File: src/rtl/fc_defs.svh
`ifndef FC_DEFS_SVH
`define FC_DEFS_SVH

////////////////////
// stream and datapath sizes
`define FC_DATA_W          32
`define FC_LANES           4
`define FC_BYTE_W          8
`define FC_ACC_W           24
`define FC_ARG_W           8

////////////////////
// memory depths and address widths
`define FC_MAX_FEAT_WORDS  16
`define FC_MAX_GROUPS      8
`define FC_WBANK_DEPTH     128    // feat words x groups
`define FC_FEAT_AW         4
`define FC_BIAS_AW         3
`define FC_WBANK_AW        7

////////////////////
// requantize
`define FC_OUT_SHIFT       6
`define FC_OUT_MAX         127

`endif

File: src/rtl/fc_pkg.sv
`include "fc_defs.svh"

package fc_pkg;

  // command opcodes on cmd_op
  typedef enum logic [1:0] {
    OP_LOAD_FEAT   = 2'd0,
    OP_LOAD_BIAS   = 2'd1,
    OP_LOAD_WEIGHT = 2'd2,
    OP_RUN         = 2'd3
  } fc_opcode_e;

  // decode sequencer states
  typedef enum logic [1:0] {
    ST_IDLE     = 2'd0,
    ST_LOAD     = 2'd1,
    ST_RUN      = 2'd2,
    ST_WAIT_OUT = 2'd3
  } fc_state_e;

  typedef logic [`FC_DATA_W-1:0] fc_word_t;         // four int8 values
  typedef logic signed [`FC_ACC_W-1:0] fc_acc_t;    // one neuron's running sum

endpackage

File: src/rtl/fc_execute.sv
`timescale 1ns/1ps
`include "fc_defs.svh"

module fc_execute (
  input  logic              clk,
  input  logic              rstn,
  input  logic              beat_valid,
  input  logic              beat_first,
  input  logic              beat_last,
  input  fc_pkg::fc_word_t  feat_rdata,
  input  fc_pkg::fc_word_t  w_rdata0,
  input  fc_pkg::fc_word_t  w_rdata1,
  input  fc_pkg::fc_word_t  w_rdata2,
  input  fc_pkg::fc_word_t  w_rdata3,
  output logic              acc_valid,
  output fc_pkg::fc_acc_t   acc0,
  output fc_pkg::fc_acc_t   acc1,
  output fc_pkg::fc_acc_t   acc2,
  output fc_pkg::fc_acc_t   acc3
);

  localparam int LANES = `FC_LANES;
  localparam int BYTES = `FC_DATA_W / `FC_BYTE_W;
  localparam int BW    = `FC_BYTE_W;

  fc_pkg::fc_word_t w_word [LANES];
  fc_pkg::fc_acc_t  acc_q  [LANES];

  logic s1_valid, s1_first, s1_last;
  logic s2_valid, s2_first, s2_last;

  assign w_word[0] = w_rdata0;
  assign w_word[1] = w_rdata1;
  assign w_word[2] = w_rdata2;
  assign w_word[3] = w_rdata3;

  ////////////////////
  // beat flags ride along the pipe
  always_ff @(posedge clk) begin
    if (!rstn) begin
      s1_valid  <= 1'b0;
      s1_first  <= 1'b0;
      s1_last   <= 1'b0;
      s2_valid  <= 1'b0;
      s2_first  <= 1'b0;
      s2_last   <= 1'b0;
      acc_valid <= 1'b0;
    end else begin
      s1_valid  <= beat_valid;
      s1_first  <= beat_valid && beat_first;
      s1_last   <= beat_valid && beat_last;
      s2_valid  <= s1_valid;
      s2_first  <= s1_first;
      s2_last   <= s1_last;
      acc_valid <= s2_valid && s2_last;   // one pulse per group
    end
  end

  ////////////////////
  // lanes
  for (genvar l = 0; l < LANES; l++) begin : g_lane
    logic signed [2*BW-1:0] prod [BYTES];
    fc_pkg::fc_acc_t        sum;

    // stage 1 registers the byte products
    for (genvar b = 0; b < BYTES; b++) begin : g_mul
      always_ff @(posedge clk) begin
        prod[b] <= $signed(feat_rdata[BW*b +: BW]) * $signed(w_word[l][BW*b +: BW]);
      end
    end

    // stage 2 sums them per lane
    always_ff @(posedge clk) begin
      sum <= prod[0] + prod[1] + prod[2] + prod[3];
    end

    // stage 3 accumulates and restarts on a first beat
    always_ff @(posedge clk) begin
      if (s2_valid) begin
        if (s2_first) acc_q[l] <= sum;
        else acc_q[l] <= acc_q[l] + sum;
      end
    end
  end

  assign acc0 = acc_q[0];
  assign acc1 = acc_q[1];
  assign acc2 = acc_q[2];
  assign acc3 = acc_q[3];

endmodule

File: config.mk
export PLATFORM = sky130hd
export DESIGN_NAME = fc_execute
export DESIGN_NICKNAME = d
export VERILOG_FILES = /design/src/rtl/fc_pkg.sv /design/src/rtl/fc_execute.sv
export VERILOG_INCLUDE_DIRS = /design/src /design/src/rtl
export SDC_FILE = /design/constraint.sdc
export NUM_CORES = 2
export LEC_CHECK = 0
export ABC_AREA = 1
export BUFFER_PORTS_ARGS = -buffer_cell sky130_fd_sc_hd__buf_2
export CORE_ASPECT_RATIO = 1.5
export CORE_MARGIN = 8
export CORE_UTILIZATION = 25
export DETAILED_ROUTE_END_ITERATION = 10
export PLACE_DENSITY = 0.51
export REMOVE_ABC_BUFFERS = 1
export SYNTH_ARGS = -nofsm -noshare
export SYNTH_HDL_FRONTEND = slang
export SYNTH_SLANG_ARGS = --single-unit
File: constraint.sdc
create_clock -name clk -period 4.5 [get_ports clk]
set_input_delay 0.45 -clock clk [delete_from_list [all_inputs] [get_ports clk]]
set_output_delay 0.45 -clock clk [all_outputs]
set_load 0.05 [all_outputs]
==> impl_metrics.csv <==
group,metric,value,unit
global_routing,use_met1,15.69,%
placement,gp_congestion,0.8691,
sta,fin_ws,499.7,ps
yosys,synth_edf_count,96,
layout,seq_area,9673,um2
outcome,status,"finished, final reports clean",
sta,fin_skew,35.34,ps
die,die_h,643.6,um
drt,dr.pass1.iters,7,
clocking,clock_path_buffers,3,
yosys,syn_inst,8543,
sta,finalSetupTns,0,ps
placement,place_hpwl,168700,um
yosys,synth_area_leader_cell,"fa_1",
yosys,yosysMostFrequentCell,"inv_1",
layout,drive_gt1_share,9.307,%
drt,wl,193400,um
yosys,ys_types,43,
clocking,root_buffer,"clkbuf_16",
global_routing,grt-busiest-layer,"met2",
yosys,yosys_warnings,0,
critical_path,required,5050,ps
critical_path,cp-end-kind,"flop",
global_routing,grt_pass1_vias,55153,
clocking,h-tree-depth,2,
critical_path,critPathMaxFanout,17,
clocking,post_cts_buffers,0,
global_routing,grtUsageMet2,26.99,%
die,start_util,25.12,%
yosys,synthArstFlopShare,0,%
critical_path,cp-start-kind,"input port",
drt,ant_nets,0,
critical_path,crit_type,"in2reg",
yosys,ys_dominant_reg_cell,"dfxtp_1",
clocking,tritoncts,"built",
drt,vias,51755,
yosys,yosysSeqAreaShare,14.73,%
global_routing,use_met3,1.774,%
die,dieArea,279600,um2
sta,final-hold-violation-count,0,
sta,slew-limit-headroom,42.96,%
global_routing,grt_max_degree,52,
global_routing,grt_overflow,0,
yosys,synth.area.top_cells,"fa_1 (31%), inv_1 (14%), nand2_1 (12%)",
clocking,numCtsBuffers,50,
sta,hold_ws,103.4,ps
job,max_cap_violations,0,
die,io_pins,262,
global_routing,grt_usage,13.96,%
worst_hold_path,hold_path_class,"in2reg",
clocking,hold_buffers,5,
clocking,cts_num_sinks,435,
yosys,synth_seq_cells,435,
sta,period_needed,4000,ps
layout,regMostFlops,"g_lane.prod",
sta,setup_violations,0,
clocking,cts.reportedPaths.clkPinSlew,60,ps
yosys,synthTopCellsByCount,"inv_1 (2,499), nand2_1 (2,136), fa_1 (1,016)",
yosys,synth.avg_cell_area,7.685,um2
sta,finalMaxSlewViolations,0,
layout,multi_input_area,45610,um2
clocking,clk_latency,670,ps
die,rows,230,
sta,fmax,250.0,MHz
sta,grt_setup_unrepaired,"false",
yosys,syn_area,65650,um2
drt,via_per_inst,4.111,
layout,largestRegisters,"g_lane.prod x256, acc_q x96, g_lane.sum x76",
clocking,post_cts_resized,0,
drt,drc,0,
placement,portBuffers,261,
layout,utilization,28.96,%
layout,area_delta_synth_final,15.25,%
global_routing,grt_pass1_wl,306500,um
die,fp.dieW,434.4,um
drt,wire_per_inst,15.36,um
die,coreArea,261300,um2
layout,largest_register_ffs,256,
global_routing,antenna_found_initial,92,
layout,fin_nets,10847,
yosys,synth_top_cell_area_share,30.98,%
placement,place_ws,-217.2,ps
sta,tightest_slew,855.6,ps
drt,drt_first_iter_violations,2158,
sta,finalCritPeriodShare,88.90,%
layout,fillerInstances,28735,
critical_path,cp.arrival,4550,ps
## critical path: stages
cell and delay (ps):
buf_2 440, buf_4 290, nand2_1 100, fa_1 600, buf_4 160, fa_1 440, fa_1 530, inv_1 50
fa_1 430, ha_1 320, nand2_1 90, nor3_1 230, nand3_1 120, nand3_1 110, inv_1 40, nand2_1 50
nand2_1 40
## cell usage in the layout (no fill, tap or decap), drive strengths merged, types with 149 or more instances in the layout
master	instances
o21ai	152
buf	667
nand3	249
ha	628
xor2	159
nand2	2156
xnor2	149
a21oi	261
fa	1016
nor2	303
dfxtp	339
inv	2520
## cell families after synthesis
kind of cell               Yosys count  share of synthesized area (%)
buffers and inverters             2735                          15.81
and+or+nand+nor                   2895                          17.91
AOI/OAI and AO/OA                  526                          4.488
DFF                                435                          14.73
adders and majority gates         1644                          42.95
xor gates and xnor gates           308                          4.109
## final timing paths
| kind | slack (ps) | cells past startpoint | end | from |
|---|---|---|---|---|
| max | 500 | 17 | g_lane[0].prod[3][15] | feat_rdata[31] |
| min | 100 | 3 | g_lane[1].prod[3][0] | w_rdata1[24] |
| max reg2reg | 1160 | 12 | g_lane[3].sum[15] | g_lane[3].prod[1][1] |
| min reg2reg | 410 | 2 | s2_valid | s1_valid |
## routing by layer
metal / vias to the layer above / share of wire [%]
met4: 46 / 3.4
met2: 746 / 53
met3: 321 / 3.6
met5: - / 0.15
met1: 24777 / 39
li1: 25865 / -
## layout make-up
cell class              instances  area share [%]
diodes                         31          0.1025
repair buffers                672           6.317
clock buffers                  54           1.743
multi-input cells            5373           60.28
clock inverters                39          0.5870
inverters                    2506           12.44
flip-flops and latches        435           12.78
well taps                    3480           5.755
## through the flow
stage,cell area [um2],instances
2_1_floorplan,64680,8314
6_report,75670,12590
4_1_cts,75590,12559
5_1_grt,75610,12569
3_5_place_dp,73770,12461
3_3_place_gp,73770,12461
Power is left out: the tool's default activity adds up to more than one toggle a clock period on the data nets, which glitch-free logic cannot reach.
