[src/rtl/fc_defs.svh]
`ifndef FC_DEFS_SVH
`define FC_DEFS_SVH

////////////////////
// stream and datapath sizes
`define FC_DATA_W          32
`define FC_LANES           4
`define FC_BYTE_W          8
`define FC_ACC_W           24
`define FC_ARG_W           8

////////////////////
// memory depths and address widths
`define FC_MAX_FEAT_WORDS  16
`define FC_MAX_GROUPS      8
`define FC_WBANK_DEPTH     128    // feat words x groups
`define FC_FEAT_AW         4
`define FC_BIAS_AW         3
`define FC_WBANK_AW        7

////////////////////
// requantize
`define FC_OUT_SHIFT       6
`define FC_OUT_MAX         127

`endif

[src/rtl/fc_pkg.sv]
`include "fc_defs.svh"

package fc_pkg;

  // command opcodes on cmd_op
  typedef enum logic [1:0] {
    OP_LOAD_FEAT   = 2'd0,
    OP_LOAD_BIAS   = 2'd1,
    OP_LOAD_WEIGHT = 2'd2,
    OP_RUN         = 2'd3
  } fc_opcode_e;

  // decode sequencer states
  typedef enum logic [1:0] {
    ST_IDLE     = 2'd0,
    ST_LOAD     = 2'd1,
    ST_RUN      = 2'd2,
    ST_WAIT_OUT = 2'd3
  } fc_state_e;

  typedef logic [`FC_DATA_W-1:0] fc_word_t;         // four int8 values
  typedef logic signed [`FC_ACC_W-1:0] fc_acc_t;    // one neuron's running sum

endpackage

[src/rtl/fc_decode.sv]
`timescale 1ns/1ps
`include "fc_defs.svh"

module fc_decode (
  input  logic                                     clk,
  input  logic                                     rstn,
  input  logic                                     cmd_valid,
  output logic                                     cmd_ready,
  input  fc_pkg::fc_opcode_e                       cmd_op,
  input  logic [`FC_ARG_W-1:0]                     cmd_arg,
  input  logic                                     in_valid,
  output logic                                     in_ready,
  input  logic                                     out_free,
  output logic                                     feat_we,
  output logic                                     bias_we,
  output logic [`FC_LANES-1:0]                     wbank_we,
  output logic [`FC_WBANK_AW-1:0]                  wr_addr,
  output logic                                     rd_en,
  output logic [(`FC_WBANK_AW+`FC_FEAT_AW)-1:0]    rd_addr,
  output logic                                     bias_rd,
  output logic [`FC_BIAS_AW-1:0]                   bias_rd_addr,
  output logic                                     beat_valid,
  output logic                                     beat_first,
  output logic                                     beat_last,
  output logic                                     last_group
);

  localparam int FAW    = `FC_FEAT_AW;
  localparam int BAW    = `FC_BIAS_AW;
  localparam int WAW    = `FC_WBANK_AW;
  localparam int LANE_W = $clog2(`FC_LANES);
  localparam logic [2:0] DRAIN = 3'd4;  // last read until result register loads

  fc_pkg::fc_state_e  state;
  fc_pkg::fc_opcode_e op;

  logic [FAW-1:0]    k;          // feature word index
  logic [LANE_W-1:0] lane;       // neuron within group
  logic [BAW-1:0]    grp;
  logic [WAW-1:0]    wbase;      // group base in the weight banks
  logic [FAW-1:0]    feat_last;
  logic [BAW-1:0]    grp_last;
  logic [2:0]        drain;
  logic [WAW-1:0]    row_len;
  logic              take;
  logic              load_last;

  assign cmd_ready = (state == fc_pkg::ST_IDLE);
  assign in_ready  = (state == fc_pkg::ST_LOAD);
  assign take      = in_valid && in_ready;
  assign row_len   = {{(WAW-FAW){1'b0}}, feat_last} + 1'b1;

  always_comb begin
    case (op)
      fc_pkg::OP_LOAD_FEAT: load_last = (k == feat_last);
      fc_pkg::OP_LOAD_BIAS: load_last = (grp == grp_last);
      default:              load_last = (k == feat_last) && (&lane) && (grp == grp_last);
    endcase
  end

  ////////////////////
  // load side
  assign feat_we  = take && (op == fc_pkg::OP_LOAD_FEAT);
  assign bias_we  = take && (op == fc_pkg::OP_LOAD_BIAS);
  assign wbank_we = (take && op == fc_pkg::OP_LOAD_WEIGHT) ?
                    ({{(`FC_LANES-1){1'b0}}, 1'b1} << lane) : '0;

  always_comb begin
    case (op)
      fc_pkg::OP_LOAD_WEIGHT: wr_addr = wbase + {{(WAW-FAW){1'b0}}, k};
      fc_pkg::OP_LOAD_BIAS:   wr_addr = {{(WAW-BAW){1'b0}}, grp};
      default:                wr_addr = {{(WAW-FAW){1'b0}}, k};
    endcase
  end

  ////////////////////
  // run side
  assign rd_en        = (state == fc_pkg::ST_RUN);
  assign rd_addr      = {wbase + {{(WAW-FAW){1'b0}}, k}, k};
  assign bias_rd      = rd_en && (k == feat_last);   // with the group's last read
  assign bias_rd_addr = grp;
  assign last_group   = (grp == grp_last);

  always_ff @(posedge clk) begin
    if (!rstn) begin
      state      <= fc_pkg::ST_IDLE;
      op         <= fc_pkg::OP_LOAD_FEAT;
      k          <= '0;
      lane       <= '0;
      grp        <= '0;
      wbase      <= '0;
      feat_last  <= '0;
      grp_last   <= '0;
      drain      <= '0;
      beat_valid <= 1'b0;
      beat_first <= 1'b0;
      beat_last  <= 1'b0;
    end else begin
      beat_valid <= rd_en;                    // lines up with read data
      beat_first <= rd_en && (k == '0);
      beat_last  <= bias_rd;
      case (state)
        fc_pkg::ST_IDLE: begin
          if (cmd_valid) begin
            op    <= cmd_op;
            k     <= '0;
            lane  <= '0;
            grp   <= '0;
            wbase <= '0;
            case (cmd_op)
              fc_pkg::OP_LOAD_FEAT: begin
                feat_last <= cmd_arg[FAW-1:0] - 1'b1;
                state     <= fc_pkg::ST_LOAD;
              end
              fc_pkg::OP_LOAD_BIAS: begin
                grp_last <= cmd_arg[BAW-1:0] - 1'b1;
                state    <= fc_pkg::ST_LOAD;
              end
              fc_pkg::OP_LOAD_WEIGHT: state <= fc_pkg::ST_LOAD;
              fc_pkg::OP_RUN:         state <= fc_pkg::ST_RUN;
            endcase
          end
        end
        fc_pkg::ST_LOAD: begin
          if (take) begin
            if (load_last) state <= fc_pkg::ST_IDLE;
            if (op == fc_pkg::OP_LOAD_BIAS) begin
              grp <= grp + 1'b1;
            end else if (k == feat_last) begin   // end of a neuron row
              k    <= '0;
              lane <= lane + 1'b1;
              if (&lane) begin
                grp   <= grp + 1'b1;
                wbase <= wbase + row_len;
              end
            end else begin
              k <= k + 1'b1;
            end
          end
        end
        fc_pkg::ST_RUN: begin
          if (k == feat_last) begin
            k     <= '0;
            drain <= DRAIN;
            state <= fc_pkg::ST_WAIT_OUT;
          end else begin
            k <= k + 1'b1;
          end
        end
        fc_pkg::ST_WAIT_OUT: begin
          if (drain != '0) begin
            drain <= drain - 1'b1;
          end else if (out_free) begin
            if (last_group) begin
              state <= fc_pkg::ST_IDLE;
            end else begin
              grp   <= grp + 1'b1;
              wbase <= wbase + row_len;
              state <= fc_pkg::ST_RUN;
            end
          end
        end
      endcase
    end
  end

  a_ready_only_in_load : assert property (@(posedge clk) disable iff (!rstn)
    in_ready |-> state == fc_pkg::ST_LOAD);

endmodule

[config.mk]
export PLATFORM = sky130hd
export DESIGN_NAME = fc_decode
export DESIGN_NICKNAME = d
export VERILOG_FILES = /design/src/rtl/fc_pkg.sv /design/src/rtl/fc_decode.sv
export VERILOG_INCLUDE_DIRS = /design/src /design/src/rtl
export SDC_FILE = /design/constraint.sdc
export NUM_CORES = 1
export LEC_CHECK = 0
export BUFFER_PORTS_ARGS = -buffer_cell sky130_fd_sc_hd__buf_2
export CAP_MARGIN = 20
export CORE_UTILIZATION = 24
export DETAILED_ROUTE_END_ITERATION = 8
export PLACE_DENSITY_LB_ADDON = 0.1
export REMOVE_ABC_BUFFERS = 1
export SLEW_MARGIN = 20
export SYNTH_ARGS = -nofsm -noshare
export SYNTH_HDL_FRONTEND = slang
export SYNTH_SLANG_ARGS = --single-unit
[constraint.sdc]
create_clock -name clk -period 3.4 [get_ports clk]
set_input_delay 0.51 -clock clk [delete_from_list [all_inputs] [get_ports clk]]
set_output_delay 0.51 -clock clk [all_outputs]
set_load 0.02 [all_outputs]
==> impl_metrics.py <==
metrics = {
    "status": {
        "run_status": "complete, no violations",
    },
    "layout": {
        "design.final.nets": 376,
        "syn2layout_area_growth_pct": 20.4,
        "multi_input_comb_area_mm2": 0.00155,
        "utilization_pct": 30.3,
        "final_layout_size_suffix_gt1_share_pct": 18.3,
        "n_antenna_cell": 0,
        "number_of_filler_cells_placed_in_the_layout": 1051,
        "ff_latch_area_um2": 661,
    },
    "setup_path": {
        "slowest_stage": "fa_1",
        "reg2reg_depth": 5,
        "cells_along_the_critical_path": "ha_1 -> fa_1 -> a21o_1 -> a21oi_1 -> nor2_1 -> xor2_1 -> and2_1 -> buf_2",
        "cpPeakStageDelay_ns": 0.41,
        "timing.rr.start": "k[1]",
        "setup.worst_path.start_class": "flop",
        "rrSetupSlack_ns": 0.69,
        "cp_class": "reg2out",
        "cp_num_buf_inv": 1,
        "critical_path.reg2reg.endpoint": "wbase[2]",
        "kind_of_end_point_of_the_critical_path": "primary output",
        "cp.arrival_ns": 2.28,
        "largest_driver_fanout_on_the_critical_path": 7,
        "worst_ep_required_ns": 2.89,
        "critPathTopFamily": "adder cells",
    },
    "route": {
        "detail_route.wirelength_mm": 6.70,
        "avgViaCountPerCell": 4.63,
        "detailed_routing_iterations_pass_1": 4,
        "via_count": 2142,
        "detail_route.drc_violations": 0,
        "mean_routed_wirelength_per_cell_um": 14.5,
        "antenna_violating_nets_post_route": 0,
        "iteration_0_drc_count_of_the_detailed_router": 96,
    },
    "logic_synthesis": {
        "synth-edff-count": 0,
        "synthTopCellsByCount": "33 x dfxtp_1, 31 x inv_1, 27 x nor2_1",
        "synthMostInstantiatedCell": "dfxtp_1",
        "synthTopCellsByArea": "dfxtp_1 28%, ha_1 14%, inv_1 4.9%, nor2_1 4.3%, a211oi_1 3.8%",
        "synth_warnings": 0,
        "synthArstFlopShare_pct": 0,
        "syn_area_per_cell_um2": 8.26,
        "synth_cells": 287,
        "yosys.cell_types.count": 49,
        "synth_area_leader_cell": "dfxtp_1",
        "ys_seq_elements": 33,
        "postSynth.topFlopCell": "dfxtp_1",
        "syn_area_mm2": 0.00237,
        "synthDominantCellAreaShare_pct": 27.9,
        "sequential_cell_area_fraction_in_the_yosys_report_pct": 27.9,
    },
    "global_routing": {
        "gr_usage_total_pct": 13.7,
        "vias_in_the_first_global_route": 2042,
        "number_of_antenna_violations_at_the_first_check_in_global_routing": 0,
        "grt_first_pass_wirelength_mm": 10.6,
        "grt_start_max_net_pins": 15,
        "grt.overflow.total": 0,
    },
    "run": {
        "maxCapViolations": 0,
    },
    "place": {
        "portBuffers": 45,
        "hpwlAfterDp_mm": 5.34,
        "finalWeightedCongestion": 0.765,
    },
    "timing": {
        "timing.final.hold_violations": 0,
        "finalMaxSlewViolations": 0,
        "final.period_utilization_pct": 82.1,
        "period_needed_ns": 2.79,
        "grt_setup_unrepaired": "false",
        "worst_slew_margin_rel_pct": 43.6,
        "tightest_slew_ns": 0.840,
        "fin_skew_ns": 0.00906,
        "setup-violations-final": 0,
        "total_negative_slack_for_setup_checks_ns": 0,
        "max_freq_mhz": 358,
    },
    "floorplanning": {
        "design.core.area_mm2": 0.00942,
        "dieWidth_um": 101,
        "floorplan.rows": 35,
        "design.portCount": 50,
        "fp.dieH_um": 101,
        "die_area_mm2": 0.0103,
        "initial_utilization_pct": 25.2,
    },
    "pwr": {
        "ir_drop_mv": 0.256,
        "final_total_pwr_mw": 1.83,
        "power-per-cell-area_mw_per_mm2": 640,
        "leakagePower_nw": 1.27,
    },
    "clock_network": {
        "tritoncts": "built",
        "cts.sinks": 33,
        "post_cts_buffers": 0,
        "worstSkewPairLatency_ns": 0.29,
        "htreeDepth": 2,
        "ctsHoldBuffers": 0,
        "cts_resized": 0,
        "clkSlewWorstSetupHoldPaths_ns": 0.07,
        "cts_made_buffers": 5,
        "cts-root-to-sink-buffers": 2,
        "clock_root_buffer": "clkbuf_8",
    },
    "worst_hold_path": {
        "hold_path_depth": 2,
        "hold_path_startpoint": "drain[1]",
        "worst_hold_path.endpoint": "drain[1]",
        "min-delay-path-class": "reg2reg",
    },
}
state kept, by name (all words and copies together), names as in the netlist:
signal,cells
wbase,7
feat_last,4
k,4
bias_rd_addr,3
drain,3
grp_last,3
lane,2
op,2
state,2
beat_first,1
beat_last,1
beat_valid,1
final cells by class:
cell class              count  area share [%]
clock buffers               7            3.03
clock inverters             1            1.05
inverters                  31            4.08
multi-input cells         214            54.3
flip-flops and latches     33            23.2
well taps                 129            5.66
repair buffers             48            8.68
worst reg2reg max path: cells and delay by family (launching register included):
| kind | cells | cell delay (ns) |
|---|---|---|
| compound gates | 2 | 0.83 |
| xor+xnor | 1 | 0.15 |
| flops | 1 | 0.53 |
| simple gates | 2 | 1.11 |
layout by cell type, fill, tap and decap left out, types with 7 or more instances in the layout:
cell / n
nand3_1: 9
o211ai_1: 7
buf_2: 45
ha_1: 26
nand2_1: 20
inv_1: 31
xor2_1: 10
a211oi_1: 12
nor2_1: 27
a21oi_1: 15
dfxtp_1: 33
worst max-delay path by stage:
stage	from	end	slack (ns)	cells after the start
after global routing	k[0]	wr_addr[6]	0.47	8
after CTS	k[0]	wr_addr[6]	0.57	8
after detailed placement	k[1]	wbase[2]	0.69	5
final	k[0]	wr_addr[6]	0.61	8
after global placement	k[1]	wbase[2]	0.70	5
after floorplan	k[0]	wr_addr[6]	0.71	7
power by group:
group / switching, mW / internal (mW) / total, mW
combinational: 0.628 / 0.314 / 0.942
sequential: 0.0570 / 0.440 / 0.497
clock: 0.147 / 0.239 / 0.386
per-stage QoR:
step	setup WS, ns	instances	hold WS (ns)	instance area [µm²]
after floorplan	0.706	278	0.432	2330
after global placement	0.702	455	0.445	2740
after detailed placement	0.688	455	0.445	2740
after CTS	0.574	463	0.454	2850
after global routing	0.473	463	0.481	2850
final	0.608	463	0.454	2850
metal layers:
layer	global-route usage [%]	vias up	share of wire, %
li1	-	1116	-
met1	18.0	974	49
met2	22.7	46	46
met3	2.69	6	4.1
met4	4.24	0	1.1
met5	0	-	0
logic make-up (layout without fill, tap and decap cells):
kind of cell	Yosys count	in the layout	share of synthesized area [%]
mux	5	5	2.27
flops	33	33	27.9
compound gates	70	70	22.2
fa+ha+maj	28	28	15.4
simple gates	97	97	20.3
buf+inv	40	87	6.71
xor+xnor	14	14	5.17
(Power assumes the default switching activity.)
