**config.mk**
```make
export PLATFORM = sky130hd
export DESIGN_NAME = fc_result
export DESIGN_NICKNAME = d
export VERILOG_FILES = /design/src/rtl/fc_pkg.sv /design/src/rtl/fc_result.sv
export VERILOG_INCLUDE_DIRS = /design/src /design/src/rtl
export SDC_FILE = /design/constraint.sdc
export NUM_CORES = 1
export LEC_CHECK = 0
export BUFFER_PORTS_ARGS = -buffer_cell sky130_fd_sc_hd__buf_2
export CAP_MARGIN = 15
export CORE_UTILIZATION = 55
export CTS_CLUSTER_DIAMETER = 60
export DETAILED_ROUTE_END_ITERATION = 8
export PLACE_DENSITY = 0.86
export SLEW_MARGIN = 15
export SYNTH_ARGS = -nofsm -noshare
export SYNTH_HDL_FRONTEND = slang
export SYNTH_SLANG_ARGS = --single-unit
```
**constraint.sdc**
```tcl
create_clock -name clk -period 5.7 [get_ports clk]
set_input_delay 1.14 -clock clk [delete_from_list [all_inputs] [get_ports clk]]
set_output_delay 1.14 -clock clk [all_outputs]
set_load 0.02 [all_outputs]
```
**src/rtl/fc_defs.svh**
```systemverilog
`ifndef FC_DEFS_SVH
`define FC_DEFS_SVH

////////////////////
// stream and datapath sizes
`define FC_DATA_W          32
`define FC_LANES           4
`define FC_BYTE_W          8
`define FC_ACC_W           24
`define FC_ARG_W           8

////////////////////
// memory depths and address widths
`define FC_MAX_FEAT_WORDS  16
`define FC_MAX_GROUPS      8
`define FC_WBANK_DEPTH     128    // feat words x groups
`define FC_FEAT_AW         4
`define FC_BIAS_AW         3
`define FC_WBANK_AW        7

////////////////////
// requantize
`define FC_OUT_SHIFT       6
`define FC_OUT_MAX         127

`endif

```
**src/rtl/fc_pkg.sv**
```systemverilog
`include "fc_defs.svh"

package fc_pkg;

  // command opcodes on cmd_op
  typedef enum logic [1:0] {
    OP_LOAD_FEAT   = 2'd0,
    OP_LOAD_BIAS   = 2'd1,
    OP_LOAD_WEIGHT = 2'd2,
    OP_RUN         = 2'd3
  } fc_opcode_e;

  // decode sequencer states
  typedef enum logic [1:0] {
    ST_IDLE     = 2'd0,
    ST_LOAD     = 2'd1,
    ST_RUN      = 2'd2,
    ST_WAIT_OUT = 2'd3
  } fc_state_e;

  typedef logic [`FC_DATA_W-1:0] fc_word_t;         // four int8 values
  typedef logic signed [`FC_ACC_W-1:0] fc_acc_t;    // one neuron's running sum

endpackage

```
**src/rtl/fc_result.sv**
```systemverilog
`timescale 1ns/1ps
`include "fc_defs.svh"

module fc_result (
  input  logic              clk,
  input  logic              rstn,
  input  logic              acc_valid,
  input  fc_pkg::fc_acc_t   acc0,
  input  fc_pkg::fc_acc_t   acc1,
  input  fc_pkg::fc_acc_t   acc2,
  input  fc_pkg::fc_acc_t   acc3,
  input  fc_pkg::fc_word_t  bias_rdata,
  input  logic              last_group,
  input  logic              out_ready,
  output logic              out_valid,
  output fc_pkg::fc_word_t  out_data,
  output logic              out_last,
  output logic              done,
  output logic              out_free
);

  localparam int LANES = `FC_LANES;
  localparam int BW    = `FC_BYTE_W;

  fc_pkg::fc_acc_t  acc_in  [LANES];
  fc_pkg::fc_acc_t  biased  [LANES];
  fc_pkg::fc_acc_t  shifted [LANES];
  logic [BW-1:0]    q       [LANES];
  fc_pkg::fc_word_t packed_word;
  logic             xfer;

  assign acc_in[0] = acc0;
  assign acc_in[1] = acc1;
  assign acc_in[2] = acc2;
  assign acc_in[3] = acc3;

  ////////////////////
  // bias, relu, requantize
  for (genvar l = 0; l < LANES; l++) begin : g_quant
    assign biased[l]  = acc_in[l] + $signed(bias_rdata[BW*l +: BW]);
    assign shifted[l] = biased[l] >>> `FC_OUT_SHIFT;
    assign q[l] = biased[l][`FC_ACC_W-1] ? '0 :              // relu
                  (shifted[l] > `FC_OUT_MAX) ? BW'(`FC_OUT_MAX) :
                  shifted[l][BW-1:0];
    assign packed_word[BW*l +: BW] = q[l];                     // lane 0 in low byte
  end

  assign xfer     = out_valid && out_ready;
  assign out_free = !out_valid || out_ready;

  always_ff @(posedge clk) begin
    if (!rstn) begin
      out_valid <= 1'b0;
      out_last  <= 1'b0;
      done      <= 1'b0;
    end else begin
      done <= xfer && out_last;
      if (acc_valid) begin
        out_valid <= 1'b1;
        out_last  <= last_group;
      end else if (xfer) begin
        out_valid <= 1'b0;
        out_last  <= 1'b0;
      end
    end
  end

  always_ff @(posedge clk) begin
    if (acc_valid) out_data <= packed_word;
  end

  a_out_hold : assert property (@(posedge clk) disable iff (!rstn)
    out_valid && !out_ready |=> $stable(out_data) && $stable(out_last));

  // decode only releases a group once the register can take it
  a_no_overrun : assert property (@(posedge clk) disable iff (!rstn)
    acc_valid |-> out_free);

endmodule

```
==> flow_metrics.tcl, run 1 <==
set metrics [dict create \
    run_status "finished, final reports clean" \
    fin_nets 1021 \
    synth_top_area_share 0.211 \
    period_needed_ns 4.21 \
    finClkSkew_ns 0.00414 \
    seq_area_frac_synth 0.196 \
    worstMarginPinSlew_ns 0.766 \
    die_h_microns 99.4 \
    cts_num_sinks 35 \
    netlist_area_sq_um 5220 \
    clkTransAtPathRegs_ns 0.07 \
    synth_seq_cells 35 \
    drt_wl_total_microns 13400 \
    hold_viol_final 0 \
    setup_ws_ns 1.49 \
    worstPathArrival_ns 4.23 \
    power_mw 1.24 \
    post-place-cells 904 \
    final_area_sq_um 6310 \
    grt_max_degree 36 \
    critPathMaxFanout 17 \
    first_pass_iters 5 \
    ant_nets 0 \
    max_clock_freq_ghz 0.237 \
    wire_per_inst_microns 14.7 \
    drive_above_1_share 0.243 \
    rsz0062_at_grt "false" \
    grt_first_pass_wirelength_microns 21700 \
    synth-async-reset-ratio 0 \
    drt_iter0_drc 143 \
    setup_viol 0 \
    ys_warn_count 0 \
    cts.repair.resized 0 \
    clock_latency_ns 0.29 \
    remaining_drc_errors 0 \
    setup_tns_ns 0 \
    end_kind "flip-flop" \
    synthCells 630 \
    dpl.hpwl_microns 10800 \
    clk_path_buf_depth 2 \
    areaGrowthSynthToFinish_pct 20.9 \
    final_util 0.687 \
    cts_buffers 5 \
    finalWeightedCongestion 0.900 \
    core_sq_um 9200 \
    relSlewSlack 0.489 \
    grt_antenna_before_repair 0 \
    synth_edf_count 32 \
    syn_area_per_cell_sq_um 8.29 \
    p_leak_nw 3.02 \
    drv_slew 0 \
    io_pins 169 \
    start_util 0.568 \
    hp-class "flip-flop to flip-flop" \
    antenna_cells 0 \
    synth_cell_types 74 \
    dpl_worst_slack_ns 1.19 \
    grt_pass1_vias 5266 \
    max_cap_violations 0 \
    root_buffer "clkbuf_8" \
    synth_common_cells "88 x ha_1, 80 x a21oi_1, 42 x nand2_1" \
    die_area_sq_um 9890 \
    worstSetupStartpointType "primary input" \
    synth_most_common_cell "ha_1" \
    p_per_area_nw_per_um2 197 \
    port_buffers 168 \
    hold_buffers 0 \
    htreeDepth 2 \
    num_rows 35 \
    holdWs_ns 0.456 \
    period_share 0.739 \
    vias 5621 \
    placed_cell_area_sq_um 6180 \
    ir_worst_vdd_mv 0.116 \
    vias_per_cell 6.16 \
    cts_tree "built" \
    grt-ovfl-total 0 \
    yosysTopAreaCell "ha_1" \
    crit_required_ns 5.72 \
    ys.flop_type "edfxtp_1" \
    critPathKind "primary input to flip-flop" \
    synthTopCellsByArea "ha_1 21%, edfxtp_1 18%, a21oi_1 7.7%, a21o_1 3.7%, o21a_1 3.6%" \
    track_usage 0.262 \
    die_w_microns 99.4 \
    fin_cells 912 \
    post_cts_buffers 0 \
]
-- area by class of cell --
class                      instances  area (sq um)
clock inverter                     2          60.1
sequential                        35          1020
fill                             780          2880
timing repair buffer             168           841
tap                              111           139
multi-input combinational        568          4100
inverter                          22          82.6
clock buffer                       6          72.6
-- path summary, 6_finish.rpt --
kind | to | slack, ns | cells past startpoint | from
setup / recovery | out_data[28] | 1.49 | 11 | bias_rdata[31]
hold / removal | done | 0.46 | 2 | out_last
setup reg to reg | out_last | 4.87 | 4 | out_valid
hold reg to reg | done | 0.46 | 2 | out_last
-- state kept, by name, summed over array words and instances, names as in the netlist --
name	count
out_data	32
done	1
out_last	1
out_valid	1
-- worst max-delay path, cell delays in order --
cell       delay [ns]
buf_2            0.31
ha_1             0.34
a21o_1           0.20
a21o_1           0.18
a21oi_2          0.17
a2bb2oi_2        0.29
nand2_1          0.10
or4_1            0.47
a2111o_1         0.48
nor4b_4          0.42
a21oi_1          0.13
-- cell usage in the layout (no fill, tap or decap), types with 4 or more instances in the layout --
master    netlist  routed
nand4_1        10      10
edfxtp_1       32      32
o22ai_1         4       4
or2_2           4       4
clkbuf_8        0       5
or3_1          10      10
a31oi_1         9       9
o21ai_0        33      33
nand3_1        23      23
o21bai_1        4       4
xnor2_1        19      19
conb_1          1       4
o31ai_1         6       6
nor2_1         36      36
xor2_1         16      16
nand2b_1       10      10
o21a_1         25      25
inv_1          22      22
ha_1           88      88
buf_2           0     168
nor3_1         21      21
a21o_1         26      26
nand2_1        42      42
a21oi_1        80      80
nor2b_1         5       5
and2_1          5       5
a211oi_1       12      12
and3_1          9       9
-- power by group --
group          leakage (nW)  internal [mW]  switching (mW)
Combinational          2.62          0.267           0.365
Clock                0.0654          0.175          0.0911
Sequential            0.338          0.332          0.0124
-- metal layers --
metal	track usage	wire [microns]
met1	0.296	5550
met2	0.494	6710
met3	0.0401	748
met4	0.0950	357
met5	0	0
-- cells by family after synthesis --
kind of cell	share of synthesized area
flip-flops	0.196
XOR/XNOR	0.0587
buffers and inverters	0.0216
AND/OR/NAND/NOR	0.191
adder cells (fa/ha/maj)	0.211
multiplexers	0.00575
AO/OA/AOI/OAI	0.316
other	0.000718
Note: power is estimated with default switching activity, not from simulation.
==> run 2: changes to the inputs <==
ABC_AREA = 1   (was unset)
PLACE_DENSITY = 0.81   (was 0.86)
clock period = 3.9 ns   (was 5.7 ns; I/O delays follow)
==> run 2 against run 1 <==
  * Area after synthesis is 45% higher
  * Design area up 39%
  * Sequential power grew 46%
  * Worst hold slack improved by 0.030 ns
  * Total power up 76%
  * Critical path depth up 5
  * Synthesized cell count increased by 100%
  * Worst setup slack worse by 0.48 ns
  * Combinational power is 100% higher
  * Count of clock-buffer cells in the layout grew 1
  * Largest power group unchanged
  * Highest routed layer unchanged
==> flow_metrics.tcl, run 2 <==
set metrics [dict create \
    holdWs_ns 0.486 \
    drv_slew 0 \
    synth_edf_count 32 \
    synth-async-reset-ratio 0 \
    synth_top_family_by_area "simple AND/OR/NAND/NOR gates" \
    ys_warn_count 0 \
    track_usage 0.289 \
    yosys.area_share.adder 0.146 \
    worstPathArrival_ns 2.92 \
    first_pass_iters 5 \
    core_sq_um 13300 \
    ff2ff_path_depth 3 \
    wire_per_inst_microns 12.2 \
    final_common_cell "nand2_1" \
    ant_nets 0 \
    relSlewSlack 0.456 \
    crit_start "bias_rdata[15]" \
    areaGrowthSynthToFinish_pct 16.2 \
    seq_area_frac_synth 0.135 \
    synth_cell_types 34 \
    worstMarginPinSlew_ns 0.815 \
    drive_above_1_share 0.196 \
    max_cap_violations 0 \
    period_needed_ns 2.89 \
    critPathMaxFanout 17 \
    drt_wl_total_microns 20100 \
    clkTransAtPathRegs_ns 0.06 \
    grt_first_pass_wirelength_microns 34200 \
    finalWeightedCongestion 0.967 \
    ys.flop_type "edfxtp_1" \
    die_h_microns 119 \
    root_buffer "clkbuf_16" \
    yosysTopAreaCell "nand2_1" \
    r2r-end "out_last" \
    grt_max_degree 35 \
    p_leak_nw 4.98 \
    synth_common_cells "457 x nand2_1, 212 x inv_1, 88 x ha_1" \
    port_buffers 168 \
    hold_viol_final 0 \
    period_share 0.742 \
    run_status "finished, final reports clean" \
    synth_seq_cells 35 \
    synth-xor-area-share 0.0526 \
    layout_common_cells "457 x nand2_1, 212 x inv_1, 168 x buf_2, 88 x ha_1, 84 x a21oi_1" \
    finClkSkew_ns 0.00561 \
    synthSimpleGateAreaFrac 0.442 \
    crit_path_end "out_data[12]" \
    synth_top_area_share 0.227 \
    die_area_sq_um 14200 \
    ir_worst_vdd_mv 0.191 \
    max_clock_freq_ghz 0.346 \
    hp-class "flip-flop to flip-flop" \
    dpl.hpwl_microns 17400 \
    worstSetupStartpointType "primary input" \
    io_pins 169 \
    setup_ws_ns 1.01 \
    reg2reg_setup_slack_ns 3.19 \
    grt_antenna_before_repair 0 \
    rsz0062_at_grt "false" \
    end_kind "flip-flop" \
    grt-ovfl-total 0 \
    crit_required_ns 3.93 \
    syn_area_per_cell_sq_um 5.86 \
    grt_pass1_vias 7918 \
    critPathKind "primary input to flip-flop" \
    cts_tree "built" \
    htreeDepth 2 \
    synth_most_common_cell "nand2_1" \
    synth_compound_area_frac 0.104 \
    top_register "out_data" \
    reg2reg_from "out_valid" \
    antenna_cells 0 \
    cts_num_sinks 35 \
    drt_iter0_drc 572 \
    post_cts_buffers 0 \
    start_util 0.568 \
    setup_viol 0 \
    largest_register_ffs 32 \
    num_rows 42 \
    synthTopCellsByArea "nand2_1 23%, ha_1 15%, edfxtp_1 13%, inv_1 11%, a21oi_1 5.6%" \
    clk_path_buf_depth 2 \
    synthMuxAreaShare 0 \
    vias 8533 \
    fin_nets 1686 \
    cts_buffers 5 \
    setup_tns_ns 0 \
    vias_per_cell 5.20 \
    cts.repair.resized 0 \
    p_per_area_nw_per_um2 250 \
    synthCells 1287 \
    hold_buffers 0 \
    die_w_microns 119 \
    remaining_drc_errors 0 \
    netlist_area_sq_um 7550 \
    clock_latency_ns 0.27 \
    dpl_worst_slack_ns 0.784 \
]
## run 2: routing by layer
layer,share of wire,track usage,up-vias
li1,-,-,4460
met1,0.46,0.383,3765
met2,0.46,0.504,284
met3,0.061,0.0292,24
met4,0.016,0.0601,0
met5,0,0,-
## run 2: worst min path at each step
stage           end  slack (ns)  startpoint  depth (start not counted)
3_5_place_dp   done        0.47    out_last                          2
2_1_floorplan  done        0.52    out_last                          2
5_1_grt        done        0.53    out_last                          2
6_report       done        0.49    out_last                          2
4_1_cts        done        0.49    out_last                          2
3_3_place_gp   done        0.47    out_last                          2
## run 2: cells by family (layout without fill, tap and decap cells)
group	Yosys count	after routing
adders and majority gates	88	88
DFF	35	35
and+or+nand+nor	743	743
other	1	4
buffers and inverters	240	416
xor gates and xnor gates	38	38
AOI/OAI and AO/OA	142	142
## run 2: where the power goes
| part | internal (mW) | switching (mW) | leakage (nW) |
|---|---|---|---|
| logic | 0.453 | 0.835 | 4.57 |
| clock network | 0.253 | 0.142 | 0.0739 |
| registers | 0.486 | 0.0192 | 0.338 |
| total | 1.19 | 0.996 | 4.98 |
## run 2: critical path, stage by stage
cell,delay (ns)
buf_2,0.31
ha_1,0.39
nand2_2,0.13
inv_1,0.06
a21oi_1,0.25
o21ai_1,0.09
nor2_1,0.18
nand2_2,0.09
nand2_1,0.06
nand2_1,0.05
inv_1,0.05
nand2_1,0.08
nor2_4,0.18
nand3_1,0.11
nand2_1,0.07
inv_1,0.05
## run 2: area by class of cell
class | count | area [sq um]
well taps | 176 | 220
fillers | 1309 | 4530
clock buffers | 7 | 143
flip-flops and latches | 35 | 1020
inverters | 240 | 901
multi-input cells | 1015 | 5640
clock inverters | 1 | 5.00
repair buffers | 168 | 841
## run 2: per-stage QoR
| step | cell area (sq um) | std cells | util | power, mW |
|---|---|---|---|---|
| 2_1_floorplan | 7560 | 1290 | - | 1.44 |
| 3_3_place_gp | 8620 | 1634 | 0.648 | 1.76 |
| 3_5_place_dp | 8620 | 1634 | 0.648 | 1.78 |
| 4_1_cts | 8770 | 1642 | 0.659 | 2.19 |
| 5_1_grt | 8770 | 1642 | 0.659 | 2.38 |
| 6_report | 8770 | 1642 | 0.659 | 2.19 |
==> run 3: changes to the inputs <==
clock period = 3 ns   (was 3.9 ns; I/O delays follow)
==> run 3 against run 2 <==
  * Wire length down 2.3%
  * Combinational power up 29%
  * Register-to-register slack worse by 0.92 ns
  * Worst setup slack worse by 0.70 ns
  * Sequential share of layout area about the same
  * Critical path type unchanged
  * Critical endpoint is now out_data[18]
  * Largest cell class unchanged
  * Highest routed layer unchanged
==> flow_metrics.tcl, run 3 (synthesis results as in run 2) <==
set metrics [dict create \
    crit_chain "buf_2, ha_1, a21oi_1, o21ai_0, a21oi_1, nand3_2, nand2_1, nand4_1, nor2_4, nand3_1, nand2_1, inv_1" \
    grt_antenna_before_repair 0 \
    setup_tns_ns 0 \
    worstSetupStartpointType "primary input" \
    die_h_microns 119 \
    crit_start "bias_rdata[23]" \
    grt-ovfl-total 0 \
    vias_per_cell 5.17 \
    grt_max_degree 35 \
    io_pins 169 \
    power_mw 2.86 \
    die_area_sq_um 14200 \
    cts_buffers 5 \
    setup_viol 0 \
    relSlewSlack 0.460 \
    p_per_area_nw_per_um2 326 \
    hp-class "flip-flop to flip-flop" \
    max_cap_violations 0 \
    worstMarginPinSlew_ns 0.809 \
    finClkSkew_ns 0.00700 \
    drt_iter0_drc 600 \
    core_sq_um 13300 \
    vias 8485 \
    ff2ff_path_depth 3 \
    period_share 0.897 \
    critPathKind "primary input to flip-flop" \
    cts.repair.resized 0 \
    clk_path_buf_depth 2 \
    cpPeakStageDelay_ns 0.36 \
    die_w_microns 119 \
    crit_buf_inv 2 \
    end_kind "flip-flop" \
    grt_first_pass_wirelength_microns 33600 \
    drt_wl_total_microns 19600 \
    multiInputGateArea_sq_um 5640 \
    hp-start "out_last" \
    cts_num_sinks 35 \
    final_common_cell "nand2_1" \
    num_rows 42 \
    p_leak_nw 4.98 \
    finalWeightedCongestion 0.968 \
    critPathTopFamily "simple AND/OR/NAND/NOR gates" \
    fin_cells 1642 \
    n_fill_cell 1312 \
    hold_viol_final 0 \
    ant_nets 0 \
    start_util 0.568 \
    rsz0062_at_grt "false" \
    wire_per_inst_microns 12.0 \
    cts_tree "built" \
    htreeDepth 2 \
    grt_pass1_vias 7629 \
    ir_worst_vdd_mv 0.203 \
    port_buffers 168 \
    crit_required_ns 3.04 \
    drive_above_1_share 0.196 \
    areaGrowthSynthToFinish_pct 16.3 \
    run_status "finished, final reports clean" \
    max_clock_freq_ghz 0.372 \
    layout_common_cells "457 x nand2_1, 212 x inv_1, 168 x buf_2, 88 x ha_1, 84 x a21oi_1" \
    fin_nets 1686 \
    track_usage 0.283 \
    critPathMaxFanout 17 \
    seq_area_sq_um 1020 \
    first_pass_iters 5 \
    antenna_cells 0 \
    clkTransAtPathRegs_ns 0.06 \
    post_cts_buffers 0 \
    dpl.hpwl_microns 17100 \
    post-place-cells 1634 \
    root_buffer "clkbuf_16" \
    reg2reg_from "out_valid" \
    hold_buffers 0 \
    crit_cells 12 \
    crit_slowest_cell "ha_1" \
    top_register "out_data" \
    drv_slew 0 \
    remaining_drc_errors 0 \
    hold_path_depth 2 \
    period_needed_ns 2.69 \
    clock_latency_ns 0.27 \
    largest_register_ffs 32 \
    worstPathArrival_ns 2.73 \
]
## run 3: changes by cell type in the layout (fill, tap and decap cells not counted)
cell / previous run / this run
clkbuf_8: 1 / 2
clkinv_2: 1 / 0
## run 3: routing by layer
layer | global-route usage | share of wire
met1 | 0.378 | 0.46
met2 | 0.484 | 0.45
met3 | 0.0311 | 0.065
met4 | 0.0688 | 0.020
met5 | 0 | 0
## run 3: cell type report
type / count / area share
Timing Repair Buffer: 168 / 0.0958
Inverter: 240 / 0.103
Multi-Input combinational cell: 1015 / 0.642
Sequential cell: 35 / 0.116
Tap cell: 176 / 0.0251
Clock buffer: 8 / 0.0178
## run 3: worst paths after layout
check             slack, ns            to
setup / recovery       0.31  out_data[18]
hold reg to reg        0.49          done
hold / removal         0.49          done
setup reg to reg       2.27      out_last
## run 3: report_power, final
part           switching [mW]  internal [mW]
combinational            1.08          0.589
sequential             0.0240          0.632
clock                   0.181          0.353
## run 3: per-stage QoR
stage / utilization / setup slack [ns] / hold slack (ns) / cell area, sq um
after floorplan: - / 0.685 / 0.518 / 7560
after global placement: 0.648 / 0.0785 / 0.474 / 8620
after detailed placement: 0.648 / 0.0697 / 0.465 / 8620
after CTS: 0.660 / 0.350 / 0.487 / 8770
after global routing: 0.660 / 0.0790 / 0.526 / 8770
final: 0.660 / 0.309 / 0.486 / 8770
## run 3: worst register-to-register path, cell delays in order (launching register included)
cell and delay [ns]:
dfxtp_1 0.36, nand2_1 0.08, a21oi_1 0.13, nor2_1 0.05
